===== config.mk =====
export PLATFORM = sky130hd
export DESIGN_NAME = osd_cmd_decode
export DESIGN_NICKNAME = d
export VERILOG_FILES = /design/src/hw/osd_pkg.sv /design/src/hw/osd_cmd_decode.sv
export SDC_FILE = /design/constraint.sdc
export NUM_CORES = 1
export LEC_CHECK = 0
export BUFFER_PORTS_ARGS = -buffer_cell sky130_fd_sc_hd__buf_2
export CAP_MARGIN = 0
export CELL_PAD_IN_SITES_DETAIL_PLACEMENT = 1
export CELL_PAD_IN_SITES_GLOBAL_PLACEMENT = 2
export CORE_MARGIN = 4
export CORE_UTILIZATION = 33
export DETAILED_ROUTE_END_ITERATION = 16
export GPL_TIMING_DRIVEN = 0
export PLACE_DENSITY = 0.79
export SETUP_SLACK_MARGIN = 0.02
export SLEW_MARGIN = 20
export SYNTH_ARGS = -nofsm -noshare
export SYNTH_HDL_FRONTEND = slang
export SYNTH_SLANG_ARGS = --single-unit

===== constraint.sdc =====
create_clock -name clk -period 4.1 [get_ports clk]
set_input_delay 0.41 -clock clk [delete_from_list [all_inputs] [get_ports clk]]
set_output_delay 0.41 -clock clk [all_outputs]
set_load 0.01 [all_outputs]

===== src/hw/osd_pkg.sv =====
// osd package: command codes, buffer and window constants, bus structs

package osd_pkg;

  // ------------------------------------------------------------
  // constants
  // ------------------------------------------------------------

  // buffer is 2048 bytes, 8 line groups of 256 columns
  localparam int unsigned BUF_AW = 11;

  // window placement, horizontal in half-rate counts
  localparam int unsigned OSD_H_START = 448;
  localparam int unsigned OSD_WIDTH   = 256;
  localparam int unsigned OSD_V_START = 128;
  localparam int unsigned OSD_HEIGHT  = 64;

  // chip 01, slow 01, fast 00, hrtmon off
  localparam logic [6:0] MEMORY_CFG_DEFAULT = 7'b0000101;

  // buffer command: bytes 0..2 are address filler, byte 3 holds the line group
  localparam int unsigned BUF_LINE_INDEX = 3;
  localparam int unsigned DAT_CNT_MAX    = 4;

  // ------------------------------------------------------------
  // host commands, upper six bits of the command byte
  // ------------------------------------------------------------
  typedef enum logic [5:0] {
    CMD_NOP          = 6'b0_000_00,
    CMD_RESET_CTRL   = 6'b0_000_10,
    CMD_OSD_CTRL     = 6'b0_010_10,
    CMD_CHIP_CFG     = 6'b0_000_01,
    CMD_CPU_CFG      = 6'b0_001_01,
    CMD_MEMORY_CFG   = 6'b0_010_01,
    CMD_VIDEO_CFG    = 6'b0_011_01,
    CMD_FLOPPY_CFG   = 6'b0_100_01,
    CMD_HARDDISK_CFG = 6'b0_101_01,
    CMD_JOYSTICK_CFG = 6'b0_110_01,
    CMD_OSD_BUFFER   = 6'b0_000_11
  } osd_cmd_e;

  // ------------------------------------------------------------
  // buses between blocks
  // ------------------------------------------------------------

  // one received spi byte
  typedef struct packed {
    logic       valid;
    logic       first;
    logic [7:0] data;
  } spi_byte_t;

  // one data byte routed to the register block
  typedef struct packed {
    logic       valid;
    osd_cmd_e   cmd;
    logic [2:0] index;
    logic [7:0] data;
  } reg_wr_t;

  // one byte into the osd buffer
  typedef struct packed {
    logic              valid;
    logic [BUF_AW-1:0] addr;
    logic [7:0]        data;
  } buf_wr_t;

  // configuration outputs toward the core
  typedef struct packed {
    logic [1:0] lr_filter;
    logic [1:0] hr_filter;
    logic [1:0] scanline;
    logic [1:0] dither;
    logic [6:0] memory_config;
    logic [4:0] chipset_config;
    logic [3:0] floppy_config;
    logic [2:0] ide_config;
    logic [3:0] cpu_config;
    logic [1:0] autofire_config;
    logic       cd32pad;
  } osd_cfg_t;

endpackage


===== src/hw/osd_cmd_decode.sv =====
// osd_cmd_decode: command latch, data byte counter, register and buffer write strobes
`timescale 1ns/1ns

module osd_cmd_decode import osd_pkg::*; (
  input  logic      clk,
  input  logic      reset,
  input  spi_byte_t rx,
  output reg_wr_t   reg_wr,
  output buf_wr_t   buf_wr
);

  osd_cmd_e          cmd;
  logic [2:0]        index;
  logic              data_byte;
  logic              line_byte;
  logic              buf_active;
  logic [BUF_AW-1:0] wr_addr;

  assign data_byte = rx.valid && !rx.first;
  // byte that carries the line group of a buffer command
  assign line_byte = data_byte && (cmd == CMD_OSD_BUFFER) && (index == 3'(BUF_LINE_INDEX));

  // ------------------------------------------------------------
  // command and data byte counter
  // ------------------------------------------------------------
  always_ff @(posedge clk) begin
    if (reset) begin
      cmd   <= CMD_NOP;
      index <= 3'd0;
    end else if (rx.valid && rx.first) begin
      cmd   <= osd_cmd_e'(rx.data[7:2]);
      index <= 3'd0;
    end else if (data_byte && (index != 3'(DAT_CNT_MAX))) begin
      index <= index + 3'd1;
    end
  end

  // register path, one cycle behind the spi byte
  always_ff @(posedge clk) begin
    if (reset)
      reg_wr.valid <= 1'b0;
    else
      reg_wr.valid <= data_byte;
  end

  always_ff @(posedge clk) begin
    reg_wr.cmd   <= cmd;
    reg_wr.index <= index;
    reg_wr.data  <= rx.data;
  end

  // ------------------------------------------------------------
  // buffer writes
  // ------------------------------------------------------------
  always_ff @(posedge clk) begin
    if (reset) begin
      buf_active   <= 1'b0;
      buf_wr.valid <= 1'b0;
    end else begin
      buf_wr.valid <= data_byte && buf_active;
      if (line_byte)
        buf_active <= 1'b1;
      else if (rx.valid && rx.first)
        buf_active <= 1'b0;
    end
  end

  // group times 256, wraps inside the buffer
  always_ff @(posedge clk) begin
    if (line_byte)
      wr_addr <= {rx.data[2:0], {(BUF_AW-3){1'b0}}};
    else if (data_byte && buf_active)
      wr_addr <= wr_addr + 1'b1;
  end

  always_ff @(posedge clk) begin
    buf_wr.addr <= wr_addr;
    buf_wr.data <= rx.data;
  end

endmodule


==> results of run 1 <==
-- layout by cell type (no fill, tap or decap), types with 2 or more instances in the layout --
master,instances
a21oi_1,8
and2_1,2
and3_1,2
buf_2,50
buf_4,8
clkbuf_1,4
clkbuf_8,7
dfxtp_1,48
edfxtp_1,3
ha_1,4
inv_1,6
mux2i_1,2
nand2_1,12
nand3_1,10
nand4_1,4
nor2_1,11
o21ai_0,4
xor2_1,9
-- final timing paths --
path                            cells after the start  slack [ns]                    to
worst max register to register                      5        2.09  wr_addr[8]$_DFFE_PP_
worst min-delay path                                1        0.23     buf_wr[0]$_DFF_P_
worst min register to register                      0        0.38    reg_wr[11]$_DFF_P_
worst max-delay path                                5        2.09  wr_addr[8]$_DFFE_PP_
-- through the flow --
stage | setup slack (ns) | power [mW] | instance area, sq um | util, %
2_1_floorplan | 2.30 | 0.558 | 1670 | -
5_1_grt | 1.95 | 0.919 | 2100 | 43.6
4_1_cts | 2.05 | 0.887 | 2100 | 43.6
6_report | 2.09 | 0.872 | 2100 | 43.6
3_5_place_dp | 2.07 | 0.585 | 2000 | 41.5
3_3_place_gp | 2.13 | 0.582 | 2000 | 41.5
-- routing by layer --
layer	GRT usage (%)	wire [um]	up-vias
met5	0	0	-
met4	4.12	36	0
met3	3.06	175	4
met2	20.5	1830	30
met1	12.7	1370	551
li1	-	-	602
-- cell families (layout without fill, tap and decap cells) --
group / after synthesis / in the layout / share of synthesized area [%]
XOR/XNOR: 9 / 9 / 4.72
buffers and inverters: 19 / 76 / 6.59
AND/OR/NAND/NOR: 48 / 48 / 15.4
multiplexers: 2 / 2 / 1.20
flip-flops: 51 / 51 / 62.9
adder cells (fa/ha/maj): 4 / 4 / 3.00
AO/OA/AOI/OAI: 17 / 17 / 6.14
-- sequential cells by signal, indices dropped and copies added, names as in the netlist --
signal,cells
buf_active,1
cmd,6
buf_wr,20
reg_wr,10
index,3
wr_addr,11
-- area by class of cell --
| type | instances | share of cell area, % |
|---|---|---|
| buffer | 13 | 4.17 |
| inverter | 6 | 1.07 |
| tap | 67 | 3.99 |
| timing repair buffer | 49 | 11.7 |
| sequential | 51 | 50.1 |
| multi-input combinational | 80 | 24.3 |
| clock buffer | 8 | 4.77 |
-- power by group through the flow --
| stage | Sequential, mW | Combinational [mW] | Clock (mW) |
|---|---|---|---|
| floorplan | 0.535 | 0.0232 | 0 |
| global placement | 0.531 | 0.0513 | 0 |
| detailed placement | 0.532 | 0.0531 | 0 |
| CTS | 0.520 | 0.0533 | 0.314 |
| global route | 0.522 | 0.0575 | 0.339 |
| finish | 0.520 | 0.0518 | 0.300 |
==> metrics, run 1 <==
Max Cap Viol 0; Seq pwr share around 60%; WS Path Type flip-flop to flip-flop; power per cell area roughly 420 nW/um^2; hold_sp rx[0]; core area approximately 4800 sq um; CP startpoint kind flip-flop; Post-synth EDFFs 3; Die ar. roughly 6300 sq um; CTS Hold Buffers Added 0; number of antenna violations at the first check in global routing 0; highest clock rate 496 MHz; largest net degree at the start of global routing 15; vias after detailed routing ~1200; Post-synth top cells dfxtp_1, nand2_1, nor2_1; switching part of the total power 20.8%; vias in the first global route roughly 1200; Layout Cells excl Fill around 270; first-pass GRT wire length between 5000 and 6000 um; endpoints failing setup 0; initial DRC count 35; Synth Register Bits approximately 50; register area share after synthesis 62.9%; post-layout min period 2.01 ns; status completed; Crit path max-delay family compound AO/OA/AOI/OAI gates; reg-to-reg startpoint index[1]$_SDFFE_PP0P_; most frequent cell after synthesis dfxtp_1; CTS sink count between 50 and 60; H-tree Lvls 2; Initial DRT Pass Iterations 4; critical path peak fanout 5; CTS root buffer clkbuf_8; clock buffer depth 2; layout cells sized above 1 between 30% and 40%; WL final 3410 um; Avg Inst Size Synth between 10 and 15 sq um; RSZ-0062 raised after global routing no; Leakage 0.962 nW; area grow syn2layout 25.7%; Nets around 220; Cell Chain, Critical Path ha_1 > ha_1 > or4b_4 > o31ai_2 > o21ai_0; Final Hold Vio Count 0; Hold WS roughly 0.23 ns; I/O pins 50; CP startpoint index[1]$_SDFFE_PP0P_; DRC viols 0; VDD IR max roughly 0.17 mV; Worst Skew 0.00731 ns; post-route ant nets 0; GR Util All Layers about 11%; PortBufs 49; Reg clk slew, reported paths approximately 0.09 ns; Resized cells post-CTS 0; mean number of vias per cell 4.33; Rows 25; Storage cell area 1050 sq um; clk_lat worst skew 0.29 ns; Yosys top cell area share a little under three fifths; CTS tree built; wire per inst between 10 and 15 um; area of the multi-input gates ~510 sq um; DIE WIDTH about 79 um; WP data required 4.12 ns; max incr delay on CP around 0.48 ns; Comb pwr share roughly 5.9%; Netlist cell types 30; Critical Path End Type flip-flop; NetSw approximately 180 uW; Final HPWL DP about 2700 um; largest cells by area after synthesis dfxtp_1, edfxtp_1, xor2_1, buf_4, ha_1; worst slew margin relative to its limit around two thirds; CP dominant cell by count ha_1; HP Class input port to flip-flop; FFs w/ async S/R, synth 0%; Die Height 79.1 um; Synth Warn # 0; Post-CTS Setup Repair Bufs 0; grt total ovfl 0; Cells after DPL between 200 and 300; Slowest cell on crit path or4b_4; Layout fillers roughly 560; syn_nets approximately 170; Syn Inst Count 150; Top FF cell, synth dfxtp_1; diode count 0; Setup TNS 0 ns; synthesized area 1670 sq um; Clock Power Share 34.5%; worst path arrival time 2.04 ns; final slew viol count 0; CTS buffer count 5; Worst-Margin Slew 0.508 ns; Initial Util between 30% and 40%; GP Congestion about 0.73; largest area contributor in the netlist dfxtp_1; Tcrit/Tclk final between 40 and 50%; Buf+Inv Stages, Crit Path 0; internal power 690 uW
(Power assumes the default switching activity.)
==> run 2: changes to the inputs <==
- CORE_UTILIZATION: 33 -> 28
- PLACE_DENSITY: 0.79 -> 0.72
- clock period: 4.1 -> 1.7 ns (I/O delays scaled with it)
==> run 2 against run 1 <==
The flow now finishes with violations (setup timing). Setup slack worse by 2.2 ns. Power is 150% higher. Sequential share of layout area is 3.7 points lower. Combinational power grew to 2.8 times the previous value. Critical path depth is the same. Critical endpoint unchanged. Largest power group unchanged.
==> metrics, run 2 (synthesized netlist as in run 1, its figures left out) <==
grt total ovfl 0; Final HPWL DP around 2500 um; worst path arrival time around 1.8 ns; Rows 27; I/O pins 50; diode count 0; status finished with violations; CTS sink count 51; worst slew margin relative to its limit 65.6%; HP Class input port to flip-flop; GR Util All Layers 10.6%; final slew viol count 0; Largest regs buf_wr (20), wr_addr (11), reg_wr (10); Layout Cells excl Fill 290; Max Cap Viol 0; Worst-Margin Slew between 0.5 and 0.6 ns; Tcrit/Tclk final 104%; area grow syn2layout 36.2%; GP Congestion ~0.75; layout cells sized above 1 just under 40%; vias after detailed routing ~1200; Critical Path End Type flip-flop; setup ws final -0.0702 ns; Leakage around 1.0 nW; DIE WIDTH 85.2 um; WS Path Type flip-flop to flip-flop; VDD IR max 0.519 mV; CP startpoint kind flip-flop; DP Worst Slack -0.159 ns; Initial DRT Pass Iterations 2; PortBufs just under 50; number of antenna violations at the first check in global routing 0; commonest non-fill, non-tap cell in the layout buf_2; largest net degree at the start of global routing 15; Nets 233; wire per inst around 12 um; WL final around 3600 um; Layout fillers 638; failing checks setup timing; CTS tree built; RSZ-0062 raised after global routing yes; mean number of vias per cell 4.28; Final Hold Vio Count 0; CTS buffer count 5; initial DRC count 24; clk_lat worst skew roughly 0.3 ns; Die Height between 80 and 90 um; FF-to-FF setup slack -0.07 ns; post-layout min period about 1.8 ns; Die ar. between 7000 and 8000 sq um; clock buffer depth 2; highest clock rate between 500 and 600 MHz; CTS root buffer clkbuf_8; Most flops, register buf_wr; first-pass GRT wire length ~6100 um; WP data required approximately 1.7 ns; critical path peak fanout 5; Worst Skew 0.00431 ns; power per cell area about 950 nW/um^2; endpoints failing setup 12; post-route ant nets 0; vias in the first global route 1272; Cells after DPL roughly 270; DRC viols 0; core area between 5000 and 6000 sq um; Reg clk slew, reported paths about 0.090 ns; Initial Util 29.6%; H-tree Lvls 2; max FFs per register 20; most frequent cells in the layout buf_2, dfxtp_1, nand2_1
## run 2: final cells by class
| cell class | instances | area [sq um] | share of cell area (%) |
|---|---|---|---|
| sequential | 51 | 1050 | 46.3 |
| multi-input combinational | 80 | 561 | 24.6 |
| timing repair buffer | 60 | 360 | 15.8 |
| clock buffer | 8 | 100 | 4.40 |
| tap | 72 | 90.1 | 3.96 |
| buffer | 13 | 87.6 | 3.85 |
| inverter | 6 | 22.5 | 0.990 |
## run 2: worst max-delay path, cell delays in order (launching register included)
cell     delay [ns]
dfxtp_2        0.36
ha_4           0.14
ha_4           0.11
or4b_4         0.49
nor4_4         0.19
or2_4          0.20
## run 2: report_power, final
part	internal (mW)	switching, mW	leakage, nW
combinational	0.0710	0.0719	0.526
sequential	1.24	0.0181	0.425
clock	0.372	0.380	0.0515
total	1.68	0.470	1.00
## run 2: through the flow
stage | hold slack, ns | setup TNS, ns | total power, mW | cell area, sq um | util, %
after floorplan | 0.198 | -0.0260 | 1.35 | 1710 | -
after global placement | 0.291 | -0.559 | 1.41 | 2040 | 36.2
after detailed placement | 0.291 | -0.666 | 1.41 | 2040 | 36.2
after CTS | 0.0333 | -0.498 | 2.18 | 2260 | 40.1
after global routing | 0.0332 | -1.33 | 2.26 | 2270 | 40.3
final | 0.0420 | -0.453 | 2.15 | 2270 | 40.3
## run 2: final timing paths
path,from,end,cells after the start
hold / removal,reset,reg_wr[17]$_SDFF_PP0_,2
setup reg to reg,index[0]$_SDFFE_PP0P_,wr_addr[8]$_DFFE_PP_,5
setup / recovery,index[0]$_SDFFE_PP0P_,wr_addr[8]$_DFFE_PP_,5
hold reg to reg,cmd[0]$_SDFFE_PP0P_,reg_wr[11]$_DFF_P_,0
## run 2: per-layer routing
metal	part of all wire (%)	global-route usage, %
met1	43	13.0
met2	49	17.5
met5	0	0
met3	6.6	3.59
met4	0.76	3.02
## run 2: what timing repair did
item                                   CTS  global route
cloned                                   0             0
pin swaps                                9             1
setup endpoints to repair                9            15
endpoints found under the hold margin    8             0
hold buffers                             8             0
gates resized for setup                  3             6
setup buffers                            3             0
==> run 3: changes to the inputs <==
- CELL_PAD_IN_SITES_GLOBAL_PLACEMENT: 2 -> 1
- CORE_UTILIZATION: 28 -> 34
- PLACE_DENSITY: 0.72 -> 0.71
==> run 3 against run 2 <==
The flow still finishes with violations (setup timing). Routed wire length grew 0.45%. Utilization grew 8.3 points. Sequential cell count is the same. Sequential power is essentially flat. Combinational power is essentially flat. Non-clock buffer count grew 1.
==> metrics, run 3 (synthesized netlist as in run 1, its figures left out) <==
GR Util All Layers a little over an eighth; CTS sink count 51; Leakage 1.03 nW; CP startpoint kind flip-flop; Nets between 200 and 250; Layout fillers about 530; fin area 2310 sq um; Final Hold Vio Count 0; layout cells sized above 1 roughly two fifths; Initial DRT Pass Iterations 2; CTS buffer count 5; DP Area between 2000 and 2500 sq um; Cells after DPL about 270; wire per inst approximately 13 um; Comb pwr share around 6.0%; H-tree Lvls 2; setup ws final -0.0816 ns; failing checks setup timing; M3 GR Usage about 4.7%; Layout Cells excl Fill between 200 and 300; CTS tree built; DRC viols 0; Reg clk slew, reported paths about 0.09 ns; GP Congestion 0.708; Final HPWL DP roughly 2600 um; Worst-Margin Slew roughly 0.49 ns; commonest non-fill, non-tap cell in the layout buf_2; Die ar. 6100 sq um; WL final approximately 3600 um; Setup TNS -0.664 ns; Initial Util a little over a third; most frequent cells in the layout buf_2, dfxtp_1, buf_4; Rows 25; clock buffer depth 2; DIE WIDTH 78.1 um; vias after detailed routing between 1000 and 1500; PortBufs 49; DP Worst Slack -0.150 ns; endpoints failing setup 15; Critical Path End Type flip-flop; RSZ-0062 raised after global routing yes; NetSw 473 uW; Clock Power Share between 40% and 50%; power per cell area 1020 nW/um^2; WP data required ~1.7 ns; internal power between 1.5 and 2 mW; area grow syn2layout 38.5%; critical path peak fanout 5; highest clock rate between 500 and 600 MHz; vias in the first global route 1438; max FFs per register 20; largest net degree at the start of global routing 16; first-pass GRT wire length approximately 6400 um; HP Class input port to flip-flop; GRT met2 Usage 24.6%; mean number of vias per cell 4.43; final slew viol count 0; VDD IR max 0.537 mV; WS Path Type flip-flop to flip-flop; I/O pins 50; initial DRC count 28; met1 Use GR around 14%; Most flops, register buf_wr; diode count 0; Hold WS roughly 0.017 ns; Seq pwr share about 53%; post-route ant nets 0; Max Cap Viol 0; number of antenna violations at the first check in global routing 0; worst slew margin relative to its limit around 67%; clk_lat worst skew 0.30 ns; Largest regs buf_wr (20), wr_addr (11), reg_wr (10); status finished with violations; switching part of the total power about a fifth; post-layout min period roughly 1.8 ns; CTS root buffer clkbuf_8; worst path arrival time ~1.8 ns; gr busiest metal met2; core area 4750 sq um; Tcrit/Tclk final 105%; Worst Skew ~0.0065 ns; grt total ovfl 0; Die Height approximately 78 um
==> run 3: power by group through the flow <==
stage / sequential (mW) / clock, mW / combinational (mW)
final: 1.25 / 0.970 / 0.143
after global routing: 1.26 / 1.06 / 0.162
after CTS: 1.26 / 0.997 / 0.147
after detailed placement: 1.28 / 0 / 0.130
after global placement: 1.28 / 0 / 0.124
after floorplan: 1.29 / 0 / 0.0562
==> run 3: final timing paths <==
check / cells past startpoint / startpoint / slack, ns / end
min: 1 / rx[2] / 0.02 / buf_wr[2]$_DFF_P_
min reg2reg: 0 / cmd[0]$_SDFFE_PP0P_ / 0.38 / reg_wr[11]$_DFF_P_
max: 5 / index[0]$_SDFFE_PP0P_ / -0.08 / wr_addr[8]$_DFFE_PP_
max reg2reg: 5 / index[0]$_SDFFE_PP0P_ / -0.08 / wr_addr[8]$_DFFE_PP_
==> run 3: what timing repair did <==
item	4_1_cts	5_1_grt
endpoints found under the hold margin	7	0
resized for setup	7	4
cloned	0	0
endpoints found under the setup margin	11	15
pin swaps	8	2
setup buffers	5	0
hold buffers	7	0
==> run 3: layer usage <==
layer / vias to the layer above / share of wire [%]
met5: - / 0
met4: 0 / 1.2
met3: 7 / 6.7
met2: 38 / 53
met1: 590 / 39
li1: 632 / -
==> run 3: layout make-up <==
| cell class | instances | area (sq um) | share of cell area, % |
|---|---|---|---|
| multi-input cells | 80 | 564 | 24.4 |
| clock buffers | 6 | 72.6 | 3.14 |
| repair buffers | 61 | 369 | 16.0 |
| inverters | 6 | 22.5 | 0.973 |
| clock inverters | 2 | 60.1 | 2.60 |
| well taps | 67 | 83.8 | 3.62 |
| flip-flops and latches | 51 | 1050 | 45.5 |
| plain buffers | 13 | 87.6 | 3.79 |
==> run 3: per-stage QoR <==
stage	util [%]	power, mW
CTS	48.4	2.40
global placement	42.9	1.41
finish	48.7	2.37
global route	48.7	2.48
floorplan	-	1.35
detailed placement	42.9	1.41
==> run 3: critical path, stage by stage, from the launching register on <==
cell and delay [ns]:
dfxtp_2 0.36, ha_4 0.14, ha_4 0.11, or4b_4 0.49, nor4_4 0.19, or2_4 0.20
