==> config.mk <==
export PLATFORM = sky130hd
export DESIGN_NAME = osd_config_regs
export DESIGN_NICKNAME = d
export VERILOG_FILES = /design/src/hw/osd_pkg.sv /design/src/hw/osd_config_regs.sv
export SDC_FILE = /design/constraint.sdc
export NUM_CORES = 1
export LEC_CHECK = 0
export BUFFER_PORTS_ARGS = -buffer_cell sky130_fd_sc_hd__buf_2
export CAP_MARGIN = 0
export CORE_UTILIZATION = 56
export CTS_CLUSTER_DIAMETER = 50
export CTS_CLUSTER_SIZE = 16
export DETAILED_ROUTE_END_ITERATION = 10
export PLACE_DENSITY = 0.83
export SLEW_MARGIN = 40
export SYNTH_ARGS = -nofsm -noshare
export SYNTH_HDL_FRONTEND = slang
export SYNTH_SLANG_ARGS = --single-unit
==> constraint.sdc <==
create_clock -name clk -period 1.8 [get_ports clk]
set_input_delay 0 -clock clk [delete_from_list [all_inputs] [get_ports clk]]
set_output_delay 0 -clock clk [all_outputs]
set_load 0.01 [all_outputs]
==> src/hw/osd_pkg.sv <==
// osd package: command codes, buffer and window constants, bus structs

package osd_pkg;

  // ------------------------------------------------------------
  // constants
  // ------------------------------------------------------------

  // buffer is 2048 bytes, 8 line groups of 256 columns
  localparam int unsigned BUF_AW = 11;

  // window placement, horizontal in half-rate counts
  localparam int unsigned OSD_H_START = 448;
  localparam int unsigned OSD_WIDTH   = 256;
  localparam int unsigned OSD_V_START = 128;
  localparam int unsigned OSD_HEIGHT  = 64;

  // chip 01, slow 01, fast 00, hrtmon off
  localparam logic [6:0] MEMORY_CFG_DEFAULT = 7'b0000101;

  // buffer command: bytes 0..2 are address filler, byte 3 holds the line group
  localparam int unsigned BUF_LINE_INDEX = 3;
  localparam int unsigned DAT_CNT_MAX    = 4;

  // ------------------------------------------------------------
  // host commands, upper six bits of the command byte
  // ------------------------------------------------------------
  typedef enum logic [5:0] {
    CMD_NOP          = 6'b0_000_00,
    CMD_RESET_CTRL   = 6'b0_000_10,
    CMD_OSD_CTRL     = 6'b0_010_10,
    CMD_CHIP_CFG     = 6'b0_000_01,
    CMD_CPU_CFG      = 6'b0_001_01,
    CMD_MEMORY_CFG   = 6'b0_010_01,
    CMD_VIDEO_CFG    = 6'b0_011_01,
    CMD_FLOPPY_CFG   = 6'b0_100_01,
    CMD_HARDDISK_CFG = 6'b0_101_01,
    CMD_JOYSTICK_CFG = 6'b0_110_01,
    CMD_OSD_BUFFER   = 6'b0_000_11
  } osd_cmd_e;

  // ------------------------------------------------------------
  // buses between blocks
  // ------------------------------------------------------------

  // one received spi byte
  typedef struct packed {
    logic       valid;
    logic       first;
    logic [7:0] data;
  } spi_byte_t;

  // one data byte routed to the register block
  typedef struct packed {
    logic       valid;
    osd_cmd_e   cmd;
    logic [2:0] index;
    logic [7:0] data;
  } reg_wr_t;

  // one byte into the osd buffer
  typedef struct packed {
    logic              valid;
    logic [BUF_AW-1:0] addr;
    logic [7:0]        data;
  } buf_wr_t;

  // configuration outputs toward the core
  typedef struct packed {
    logic [1:0] lr_filter;
    logic [1:0] hr_filter;
    logic [1:0] scanline;
    logic [1:0] dither;
    logic [6:0] memory_config;
    logic [4:0] chipset_config;
    logic [3:0] floppy_config;
    logic [2:0] ide_config;
    logic [3:0] cpu_config;
    logic [1:0] autofire_config;
    logic       cd32pad;
  } osd_cfg_t;

endpackage

==> src/hw/osd_config_regs.sv <==
// osd_config_regs: host configuration, reset control, osd control and highlight registers
`timescale 1ns/1ns

module osd_config_regs import osd_pkg::*; (
  input  logic       clk,
  input  logic       reset,
  input  logic       sys_reset,
  input  reg_wr_t    reg_wr,
  output osd_cfg_t   cfg,
  output logic       osd_enable,
  output logic       key_disable,
  output logic       usrrst,
  output logic       cpurst,
  output logic       cpuhlt,
  output logic [3:0] highlight
);

  // staging copies, visible only through sys_reset
  logic [4:0] chip_stage;
  logic [3:0] cpu_stage;
  logic [6:0] mem_stage;
  logic [2:0] ide_stage;
  logic       wr0;

  // only the first data byte of a command carries a register value
  assign wr0 = reg_wr.valid && (reg_wr.index == 3'd0);

  // ------------------------------------------------------------
  // host written registers
  // ------------------------------------------------------------
  always_ff @(posedge clk) begin
    if (reset) begin
      {cpuhlt, cpurst, usrrst} <= 3'b110;
      {key_disable, osd_enable} <= 2'b00;
      {cfg.dither, cfg.hr_filter, cfg.lr_filter, cfg.scanline} <= 8'h00;
      {cfg.cd32pad, cfg.autofire_config} <= 3'b000;
      cfg.floppy_config <= 4'h0;
      chip_stage <= 5'h00;
      cpu_stage  <= 4'h0;
      mem_stage  <= MEMORY_CFG_DEFAULT;
      ide_stage  <= 3'h0;
    end else if (wr0) begin
      case (reg_wr.cmd)
        CMD_RESET_CTRL:   {cpuhlt, cpurst, usrrst} <= reg_wr.data[2:0];
        CMD_OSD_CTRL:     {key_disable, osd_enable} <= reg_wr.data[1:0];
        CMD_VIDEO_CFG:
          {cfg.dither, cfg.hr_filter, cfg.lr_filter, cfg.scanline} <= reg_wr.data;
        CMD_JOYSTICK_CFG: {cfg.cd32pad, cfg.autofire_config} <= reg_wr.data[2:0];
        CMD_FLOPPY_CFG:   cfg.floppy_config <= reg_wr.data[3:0];
        CMD_CPU_CFG:      cpu_stage <= reg_wr.data[3:0];
        CMD_CHIP_CFG:     chip_stage <= reg_wr.data[4:0];
        CMD_MEMORY_CFG:   mem_stage <= reg_wr.data[6:0];
        CMD_HARDDISK_CFG: ide_stage <= reg_wr.data[2:0];
        default: ;
      endcase
    end
  end

  // ------------------------------------------------------------
  // staged settings
  // ------------------------------------------------------------
  always_ff @(posedge clk) begin
    if (reset) begin
      cfg.chipset_config <= 5'h00;
      cfg.ide_config     <= 3'h0;
      cfg.cpu_config     <= 4'h0;
      cfg.memory_config  <= MEMORY_CFG_DEFAULT;
    end else begin
      // cache, fast kick and hrtmon can change at run time
      cfg.cpu_config[3:2]  <= cpu_stage[3:2];
      cfg.memory_config[6] <= mem_stage[6];
      // the rest only while the core sits in reset
      if (sys_reset) begin
        cfg.chipset_config     <= chip_stage;
        cfg.ide_config         <= ide_stage;
        cfg.cpu_config[1:0]    <= cpu_stage[1:0];
        cfg.memory_config[5:0] <= mem_stage[5:0];
      end
    end
  end

  // highlight line, 4'b1000 is none
  always_ff @(posedge clk) begin
    if (reset || !osd_enable)
      highlight <= 4'b1000;
    else if (reg_wr.valid && (reg_wr.cmd == CMD_OSD_BUFFER) &&
             (reg_wr.index == 3'(BUF_LINE_INDEX)) && reg_wr.data[4])
      highlight <= reg_wr.data[3:0];
  end

endmodule

==> impl_metrics.tcl, run 1 <==
set metrics [dict create \
    ios 64 \
    powerDensity_nw_per_um2 825 \
    gp_congestion 0.872 \
    synth_common_cells "dfxtp_1, mux2i_1, nand2b_1" \
    drt-wirelength-per-cell_um 14.1 \
    antenna_found_initial 0 \
    grt_max_degree 43 \
    via_per_inst 5.28 \
    gr-max-usage-layer "met2" \
    min_path_type "input pin to flop" \
    htreeDepth 3 \
    cap_viol_max_count 0 \
    finalWirelength_mm 5.11 \
    status "finished clean" \
    crit_type "input pin to flop" \
    layout.nets 328 \
    ctsResizeCount 0 \
    numClockSinks 62 \
    synthFlopType "dfxtp_1" \
    port_buffers 63 \
    area_delta_synth_final_pct 22.3 \
    ant_nets 0 \
    drtPass1Iterations 4 \
    post-synth-top-area-fraction_pct 48.8 \
    cts_buffers 9 \
    grt_pass1_wl_mm 8.35 \
    dr.first_iter.drc_count 100 \
    place.detailed.hpwl_mm 3.49 \
    place_area_um2 2870 \
    critPathArrivalTime_ns 1.18 \
    slew_headroom_pct 62.5 \
    synth_edf_count 0 \
    clockBufferDepth 2 \
    yosys.area.top_type "dfxtp_1" \
    grt_use_met2_pct 34.0 \
    synth_area_um2 2540 \
    critPathRequiredTime_ns 2.06 \
    p_leak_nw 1.53 \
    synth.most_common_cell "dfxtp_1" \
    cp_max_fo 11 \
    grt_use_met3_pct 6.40 \
    yosysUniqueCellTypes 29 \
    drv_slew 0 \
    final_hold_viol_count 0 \
    rsz0062_at_grt "no" \
    synth_warnings 0 \
    grt_util_met1_pct 29.1 \
    avgSynthCellArea_um2 10.7 \
    cts_tree "built" \
    drcViolationCount 0 \
    synth.top_cells.by_area "dfxtp_1, mux2i_1, nand2b_1" \
    grt_pass1_vias 1789 \
    period_share_pct 50.9 \
    initial_core_util_pct 58.4 \
    fillers 336 \
    ys_seq_elements 62 \
    ys_seq_area_share_pct 48.8 \
    die_x_um 69.4 \
    num_vias 1916 \
    finalCriticalPeriod_ns 0.917 \
    core-area_um2 4350 \
    antennaDiodeCount 0 \
    overflow 0 \
    die_area_um2 4810 \
    drive_gt1_share_pct 28.3 \
    path_clk_slew_ns 0.06 \
    setup_viol 0 \
    worst_pin_slew_ns 0.563 \
    grt_usage_pct 22.6 \
    r2r_slack_ns 1.02 \
    postCtsSetupBuffers 0 \
    cts_root_buffer "clkbuf_8" \
    ctsHoldBuffers 7 \
    postLayoutCellArea_um2 3110 \
    syn_inst 238 \
    setup_tns_ns 0 \
    max_freq_mhz 1090 \
    ir_drop_v 0.000544 \
    rows 24 \
    critPathLaunchType "input pin" \
    syn_nets 259 \
    crit_path_end_kind "flop" \
    async_reset_ff_share_pct 0 \
    clock_skew_ns 0.00409 \
    clk_latency_ns 0.34 \
    die_y_um 69.4 \
]
## cells in the final DEF, fill, tap and decap left out, types with 3 or more instances in the layout
master	Yosys	layout
nor2b_1	4	4
nand2b_1	43	43
clkbuf_8	0	10
nand4_1	5	5
inv_1	3	3
dlygate4sd3_1	0	7
buf_2	4	63
a21oi_1	3	3
mux2i_1	53	53
clkinv_2	0	3
nand3_1	4	4
dfxtp_1	62	62
nor2_1	23	23
o31ai_1	4	4
## state kept, by name, indices dropped and copies added (netlist names)
signal and flops:
cpu_stage 4, cpuhlt 1, cpurst 1, cfg 34, usrrst 1, chip_stage 5
osd_enable 1, mem_stage 7, highlight 4, key_disable 1, ide_stage 3
## cell families after synthesis
logic type,synth area share [%]
simple gates,24.8
flops,48.8
mux,20.9
buf+inv,3.00
compound gates,2.46
## worst max-delay path, stage by stage
cell     delay (ns)
buf_2          0.12
nor4b_2        0.26
buf_4          0.22
and4_1         0.36
mux2i_1        0.22
## layout make-up
type / instances / area (µm²) / area share [%]
sequential: 62 / 1240 / 40.0
timing repair buffer: 72 / 400 / 12.9
inverter: 3 / 11.3 / 0.362
tap: 52 / 65.1 / 2.09
multi-input combinational: 159 / 1220 / 39.4
clock buffer: 11 / 141 / 4.55
clock inverter: 4 / 23.8 / 0.765
## report_power, final
part	total [W]	internal, W	switching [W]
sequential	0.00138	0.00137	0.00000135
combinational	0.000152	0.0000677	0.0000843
clock	0.00104	0.000524	0.000513
## worst paths after layout
| path | start | endpoint | depth (start not counted) |
|---|---|---|---|
| worst min-delay path | reg_wr[4] | chip_stage[4] | 3 |
| worst max register to register | cfg[19] | cfg[19] | 2 |
| worst max-delay path | reg_wr[8] | cfg[26] | 5 |
| worst min register to register | mem_stage[6] | cfg[25] | 2 |
## layer usage
metal,up-vias,part of all wire (%)
li1,959,-
met3,11,4.8
met2,55,46
met1,891,47
met5,-,0
met4,0,2.3
## per-stage QoR
step / hold WS, ns / setup WS [ns] / util, % / total power, W / cells
after floorplan: 0.154 / 0.784 / - / 0.00149 / 238
after global placement: 0.272 / 0.573 / 65.9 / 0.00155 / 341
after detailed placement: 0.293 / 0.522 / 65.9 / 0.00155 / 341
after CTS: 0.0486 / 0.879 / 71.4 / 0.00259 / 363
after global routing: 0.0653 / 0.803 / 71.4 / 0.00267 / 363
final: 0.0517 / 0.883 / 71.4 / 0.00256 / 363
Power figures use the tool's default switching activity.
==> run 2, diff against run 1 <==
--- a/config.mk
+++ b/config.mk
@@ -7,11 +7,11 @@
 export LEC_CHECK = 0
 export BUFFER_PORTS_ARGS = -buffer_cell sky130_fd_sc_hd__buf_2
 export CAP_MARGIN = 0
-export CORE_UTILIZATION = 56
+export CORE_UTILIZATION = 47
 export CTS_CLUSTER_DIAMETER = 50
 export CTS_CLUSTER_SIZE = 16
 export DETAILED_ROUTE_END_ITERATION = 10
-export PLACE_DENSITY = 0.83
+export PLACE_DENSITY = 0.75
 export SLEW_MARGIN = 40
 export SYNTH_ARGS = -nofsm -noshare
 export SYNTH_HDL_FRONTEND = slang
==> constraint.sdc (replaced) <==
create_clock -name clk -period 0.8 [get_ports clk]
set_input_delay 0 -clock clk [delete_from_list [all_inputs] [get_ports clk]]
set_output_delay 0 -clock clk [all_outputs]
set_load 0.01 [all_outputs]
==> run 2 against run 1 <==
Against the previous run: hold slack better by 0.016 ns; highest routed layer unchanged; the run now ends with setup timing left; first-iteration DRC count down 31%; largest power group unchanged; design area up 20%; cell count up 13%; register-to-register slack worse by 1.0 ns; wire length up 21%.
==> impl_metrics.tcl, run 2 (synthesis gave the netlist of run 1 again) <==
set metrics [dict create \
    status "finished, violations left" \
    violations "setup timing" \
    drtPass1Iterations 4 \
    gp_congestion 0.864 \
    grt_pass1_vias 1936 \
    multiInputGateArea_um2 1270 \
    crit_type "input pin to flop" \
    slew_headroom_pct 67.8 \
    ir_drop_v 0.00109 \
    numClockSinks 62 \
    postLayoutCellArea_um2 3720 \
    largestRegisters "cfg x34, mem_stage x7, chip_stage x5" \
    max_freq_mhz 1190 \
    ant_nets 0 \
    final_hold_viol_count 0 \
    worst_pin_slew_ns 0.482 \
    critPathArrivalTime_ns 1.10 \
    num_vias 2128 \
    drt-wirelength-per-cell_um 15.2 \
    via_per_inst 5.20 \
    layout.nets 355 \
    min_path_type "input pin to flop" \
    htreeDepth 3 \
    overflow 0 \
    fillers 360 \
    grt_max_degree 23 \
    antenna_found_initial 0 \
    register_area_um2 1290 \
    hold_slack_ns 0.0681 \
    setup_viol 7 \
    p_leak_nw 1.75 \
    drcViolationCount 0 \
    antennaDiodeCount 0 \
    clock_skew_ns 0.00459 \
    cts_tree "built" \
    grt_usage_pct 21.6 \
    grt_pass1_wl_mm 8.98 \
    final_util_pct 72.0 \
    place_area_um2 3050 \
    powerDensity_nw_per_um2 1580 \
    period_share_pct 105 \
    core-area_um2 5170 \
    drive_gt1_share_pct 48.4 \
    rows 26 \
    dr.first_iter.drc_count 69 \
    crit_path_end_kind "flop" \
    finalCriticalPeriod_ns 0.842 \
    cap_viol_max_count 0 \
    worst_slack_ns -0.0419 \
    area_delta_synth_final_pct 46.5 \
    ios 64 \
    path_clk_slew_ns 0.06 \
    setup_tns_ns -0.131 \
    place.detailed.hpwl_mm 3.88 \
    total_power_w 0.00590 \
    clk_latency_ns 0.33 \
    clockBufferDepth 2 \
    ff2ff_path_depth 2 \
    die_y_um 75.5 \
    rsz0062_at_grt "yes" \
    finalWirelength_mm 6.20 \
    drv_slew 0 \
    die_area_um2 5700 \
    critPathLaunchType "input pin" \
    port_buffers 63 \
    cts_root_buffer "clkbuf_8" \
    cts_buffers 9 \
    largest_register "cfg" \
    whs_path_depth 3 \
    final_common_cell "mux2i_1" \
    critPathRequiredTime_ns 1.06 \
    die_x_um 75.5 \
    cp_max_fo 4 \
    initial_core_util_pct 49.1 \
    layout_common_cells "mux2i_1, buf_6, nand2b_1, dfxtp_2, buf_4" \
    largest_reg_flops 34 \
]
run 2: cell count changes in the layout (fill, tap and decap cells not counted), moves of 3 or more:
cell / change
dfxtp_1: -42
o31ai_2: +3
buf_2: -43
o31ai_1: -3
buf_6: +44
buf_4: +25
dfxtp_2: +42
run 2: area by class of cell:
type	instances	area share, %
tap	70	2.35
clock buffer	12	3.90
clock inverter	4	0.605
multi-input combinational	159	34.2
sequential	62	34.8
timing repair buffer	99	23.9
inverter	3	0.303
run 2: repair_timing:
item | CTS | global route
cloned | 1 | 0
buffers inserted | 2 | 7
resized for setup | 58 | 39
hold buffers | 7 | 0
endpoints found under the hold margin | 13 | 0
pin swaps | 1 | 1
endpoints found under the setup margin | 44 | 72
run 2: routing by layer:
metal,vias to the layer above,global-route usage [%],wire length [µm]
met5,-,0,0
met4,0,9.88,96
met3,11,6.61,286
met2,64,34.1,3040
met1,1031,27.2,2780
li1,1022,-,-
run 2: power by group:
part,switching (W),internal (W)
Clock,0.00115,0.00119
Combinational,0.000229,0.000233
Sequential,0.00000426,0.00309
Total,0.00138,0.00452
run 2: metrics by stage:
stage               setup WS [ns]  instances
floorplan                  -0.180        238
global placement           -0.356        377
detailed placement         -0.392        377
CTS                      -0.00707        403
global route              -0.0557        409
finish                    -0.0419        409
run 2: critical path: stages:
cell	delay, ns
buf_2	0.14
nor4_4	0.38
and4b_1	0.36
mux2i_1	0.21
run 2: final timing paths:
kind | start | endpoint | slack [ns]
worst min register to register | mem_stage[6] | cfg[25] | 0.45
worst max-delay path | reg_wr[15] | usrrst | -0.04
worst min-delay path | reset | cpuhlt | 0.07
worst max register to register | cfg[21] | cfg[21] | 0
==> run 3, diff against run 2 <==
--- a/config.mk
+++ b/config.mk
@@ -11,6 +11,7 @@
 export CTS_CLUSTER_DIAMETER = 50
 export CTS_CLUSTER_SIZE = 16
 export DETAILED_ROUTE_END_ITERATION = 10
+export HOLD_SLACK_MARGIN = 0.1
 export PLACE_DENSITY = 0.75
 export SLEW_MARGIN = 40
 export SYNTH_ARGS = -nofsm -noshare
==> run 3 against run 2 <==
Against the previous run: wire length grew 2.4%; clock skew grew 0.0016 ns; largest power group unchanged; via count grew 0.66%; global-route usage grew 0.59 points; critical path depth grew 1; core utilization grew 1.2 points; the run still ends with setup timing left; die area is the same; sequential power is essentially flat.
==> impl_metrics.tcl, run 3 (synthesis gave the netlist of run 1 again) <==
set metrics [dict create \
    drtPass1Iterations 4 \
    grt_usage_pct 22.2 \
    ant_nets 0 \
    clockBufferDepth 2 \
    cap_viol_max_count 0 \
    clk_latency_ns 0.33 \
    num_vias 2142 \
    die_x_um 75.5 \
    worst_slack_ns -0.0337 \
    period_share_pct 104 \
    via_per_inst 5.17 \
    violations "setup timing" \
    r2r_slack_ns 0 \
    largest_reg_flops 34 \
    fillers 342 \
    port_buffers 63 \
    pre_cts_slack_ns -0.392 \
    rsz0062_at_grt "yes" \
    gp_congestion 0.864 \
    reg2reg_from "cfg[21]" \
    cts_buffers 9 \
    grt_pass1_vias 1959 \
    ff2ff_path_depth 2 \
    max_freq_mhz 1200 \
    htreeDepth 3 \
    path_clk_slew_ns 0.07 \
    finalCriticalPeriod_ns 0.834 \
    rows 26 \
    ios 64 \
    crit_type "input pin to flop" \
    drcViolationCount 0 \
    dr.first_iter.drc_count 62 \
    cp-startpoint "reg_wr[9]" \
    ir_drop_v 0.00111 \
    final_hold_viol_count 0 \
    initial_core_util_pct 49.1 \
    cts_tree "built" \
    whs_path_depth 4 \
    area_delta_synth_final_pct 48.8 \
    largest_register "cfg" \
    final_common_cell "mux2i_1" \
    p_leak_nw 1.79 \
    core-area_um2 5170 \
    critPathRequiredTime_ns 1.06 \
    antenna_found_initial 0 \
    critPathLaunchType "input pin" \
    crit_path_end "cfg[12]" \
    finalWirelength_mm 6.35 \
    antennaDiodeCount 0 \
    place.detailed.hpwl_mm 3.88 \
    crit_chain "buf_6, nor4b_4, buf_6, and4_4, mux2i_1" \
    register_area_um2 1290 \
    crit_path_max_incr_delay_ns 0.36 \
    critPathArrivalTime_ns 1.09 \
    ctsHoldBuffers 10 \
    multiInputGateArea_um2 1290 \
    cts_root_buffer "clkbuf_8" \
    slew_headroom_pct 67.6 \
    drive_gt1_share_pct 48.8 \
    setup_tns_ns -0.0741 \
    die_area_um2 5700 \
    grt_pass1_wl_mm 9.22 \
    cp_slowest_cell "nor4b_4" \
    hold_slack_ns 0.0697 \
    clock_skew_ns 0.00621 \
    numPlacedInstances 377 \
    layout.nets 360 \
    setup_viol 7 \
    layout_common_cells "mux2i_1, buf_6, dfxtp_2, nand2b_1, buf_4" \
    cp_max_fo 5 \
    powerDensity_nw_per_um2 1570 \
    drv_slew 0 \
    die_y_um 75.5 \
    stdcell_count 414 \
    overflow 0 \
    largestRegisters "cfg x34, mem_stage x7, chip_stage x5" \
    numClockSinks 62 \
    min_path_type "input pin to flop" \
    r2r-end "cfg[21]" \
    worst_pin_slew_ns 0.486 \
    status "finished, violations left" \
    drt-wirelength-per-cell_um 15.3 \
    grt_max_degree 23 \
    crit_path_end_kind "flop" \
    crit_top_cell "buf_6" \
]
## run 3: cell types whose count changed in the layout (fill, tap and decap cells not counted), sizes merged
cell and delta:
buf +2, dlygate4sd3 +2, dlymetal6s4s +1
## run 3: worst min path at each step
stage	start	end	slack, ns
2_1_floorplan	reg_wr[0]	highlight[0]	0.15
3_3_place_gp	reg_wr[7]	cfg[27]	0.27
3_5_place_dp	reg_wr[7]	cfg[27]	0.28
4_1_cts	reg_wr[14]	highlight[3]	0.05
5_1_grt	reg_wr[14]	highlight[3]	0.07
6_report	reg_wr[14]	highlight[3]	0.07
## run 3: layout make-up
class,instances,share of cell area (%)
Timing Repair Buffer,104,24.7
Sequential cell,62,34.2
Multi-Input combinational cell,159,34.1
Tap cell,70,2.32
Clock inverter,4,0.595
Inverter,3,0.298
Clock buffer,12,3.84
## run 3: worst max-delay path: cells and delay by family
kind / cells / cell delay [ns]
buf+inv: 2 / 0.29
simple gates: 2 / 0.60
mux: 1 / 0.20
## run 3: stage by stage
stage / cell area, µm² / power (W) / util (%)
floorplan: 2560 / 0.00336 / -
global placement: 3050 / 0.00356 / 59.0
detailed placement: 3050 / 0.00356 / 59.0
CTS: 3490 / 0.00595 / 67.5
global route: 3780 / 0.00618 / 73.1
finish: 3780 / 0.00595 / 73.1
## run 3: repair_timing
item / in CTS / in global routing
setup buffers: 2 / 8
hold endpoints to repair: 18 / 1
pin swaps: 1 / 1
gates cloned: 1 / 0
setup endpoints to repair: 44 / 73
resized for setup: 58 / 42
## run 3: power by group
part	switching [W]	leakage, nW	internal (W)
clock	0.00117	0.0861	0.00119
combinational	0.000236	1.19	0.000251
sequential	0.00000429	0.517	0.00309
total	0.00141	1.79	0.00454
## run 3: metal layers
layer | vias up | routed length (µm) | track usage, %
li1 | 1032 | - | -
met2 | 71 | 3100 | 36.1
met1 | 1023 | 2800 | 27.7
met4 | 0 | 169 | 9.47
met5 | - | 0 | 0
met3 | 16 | 287 | 6.22
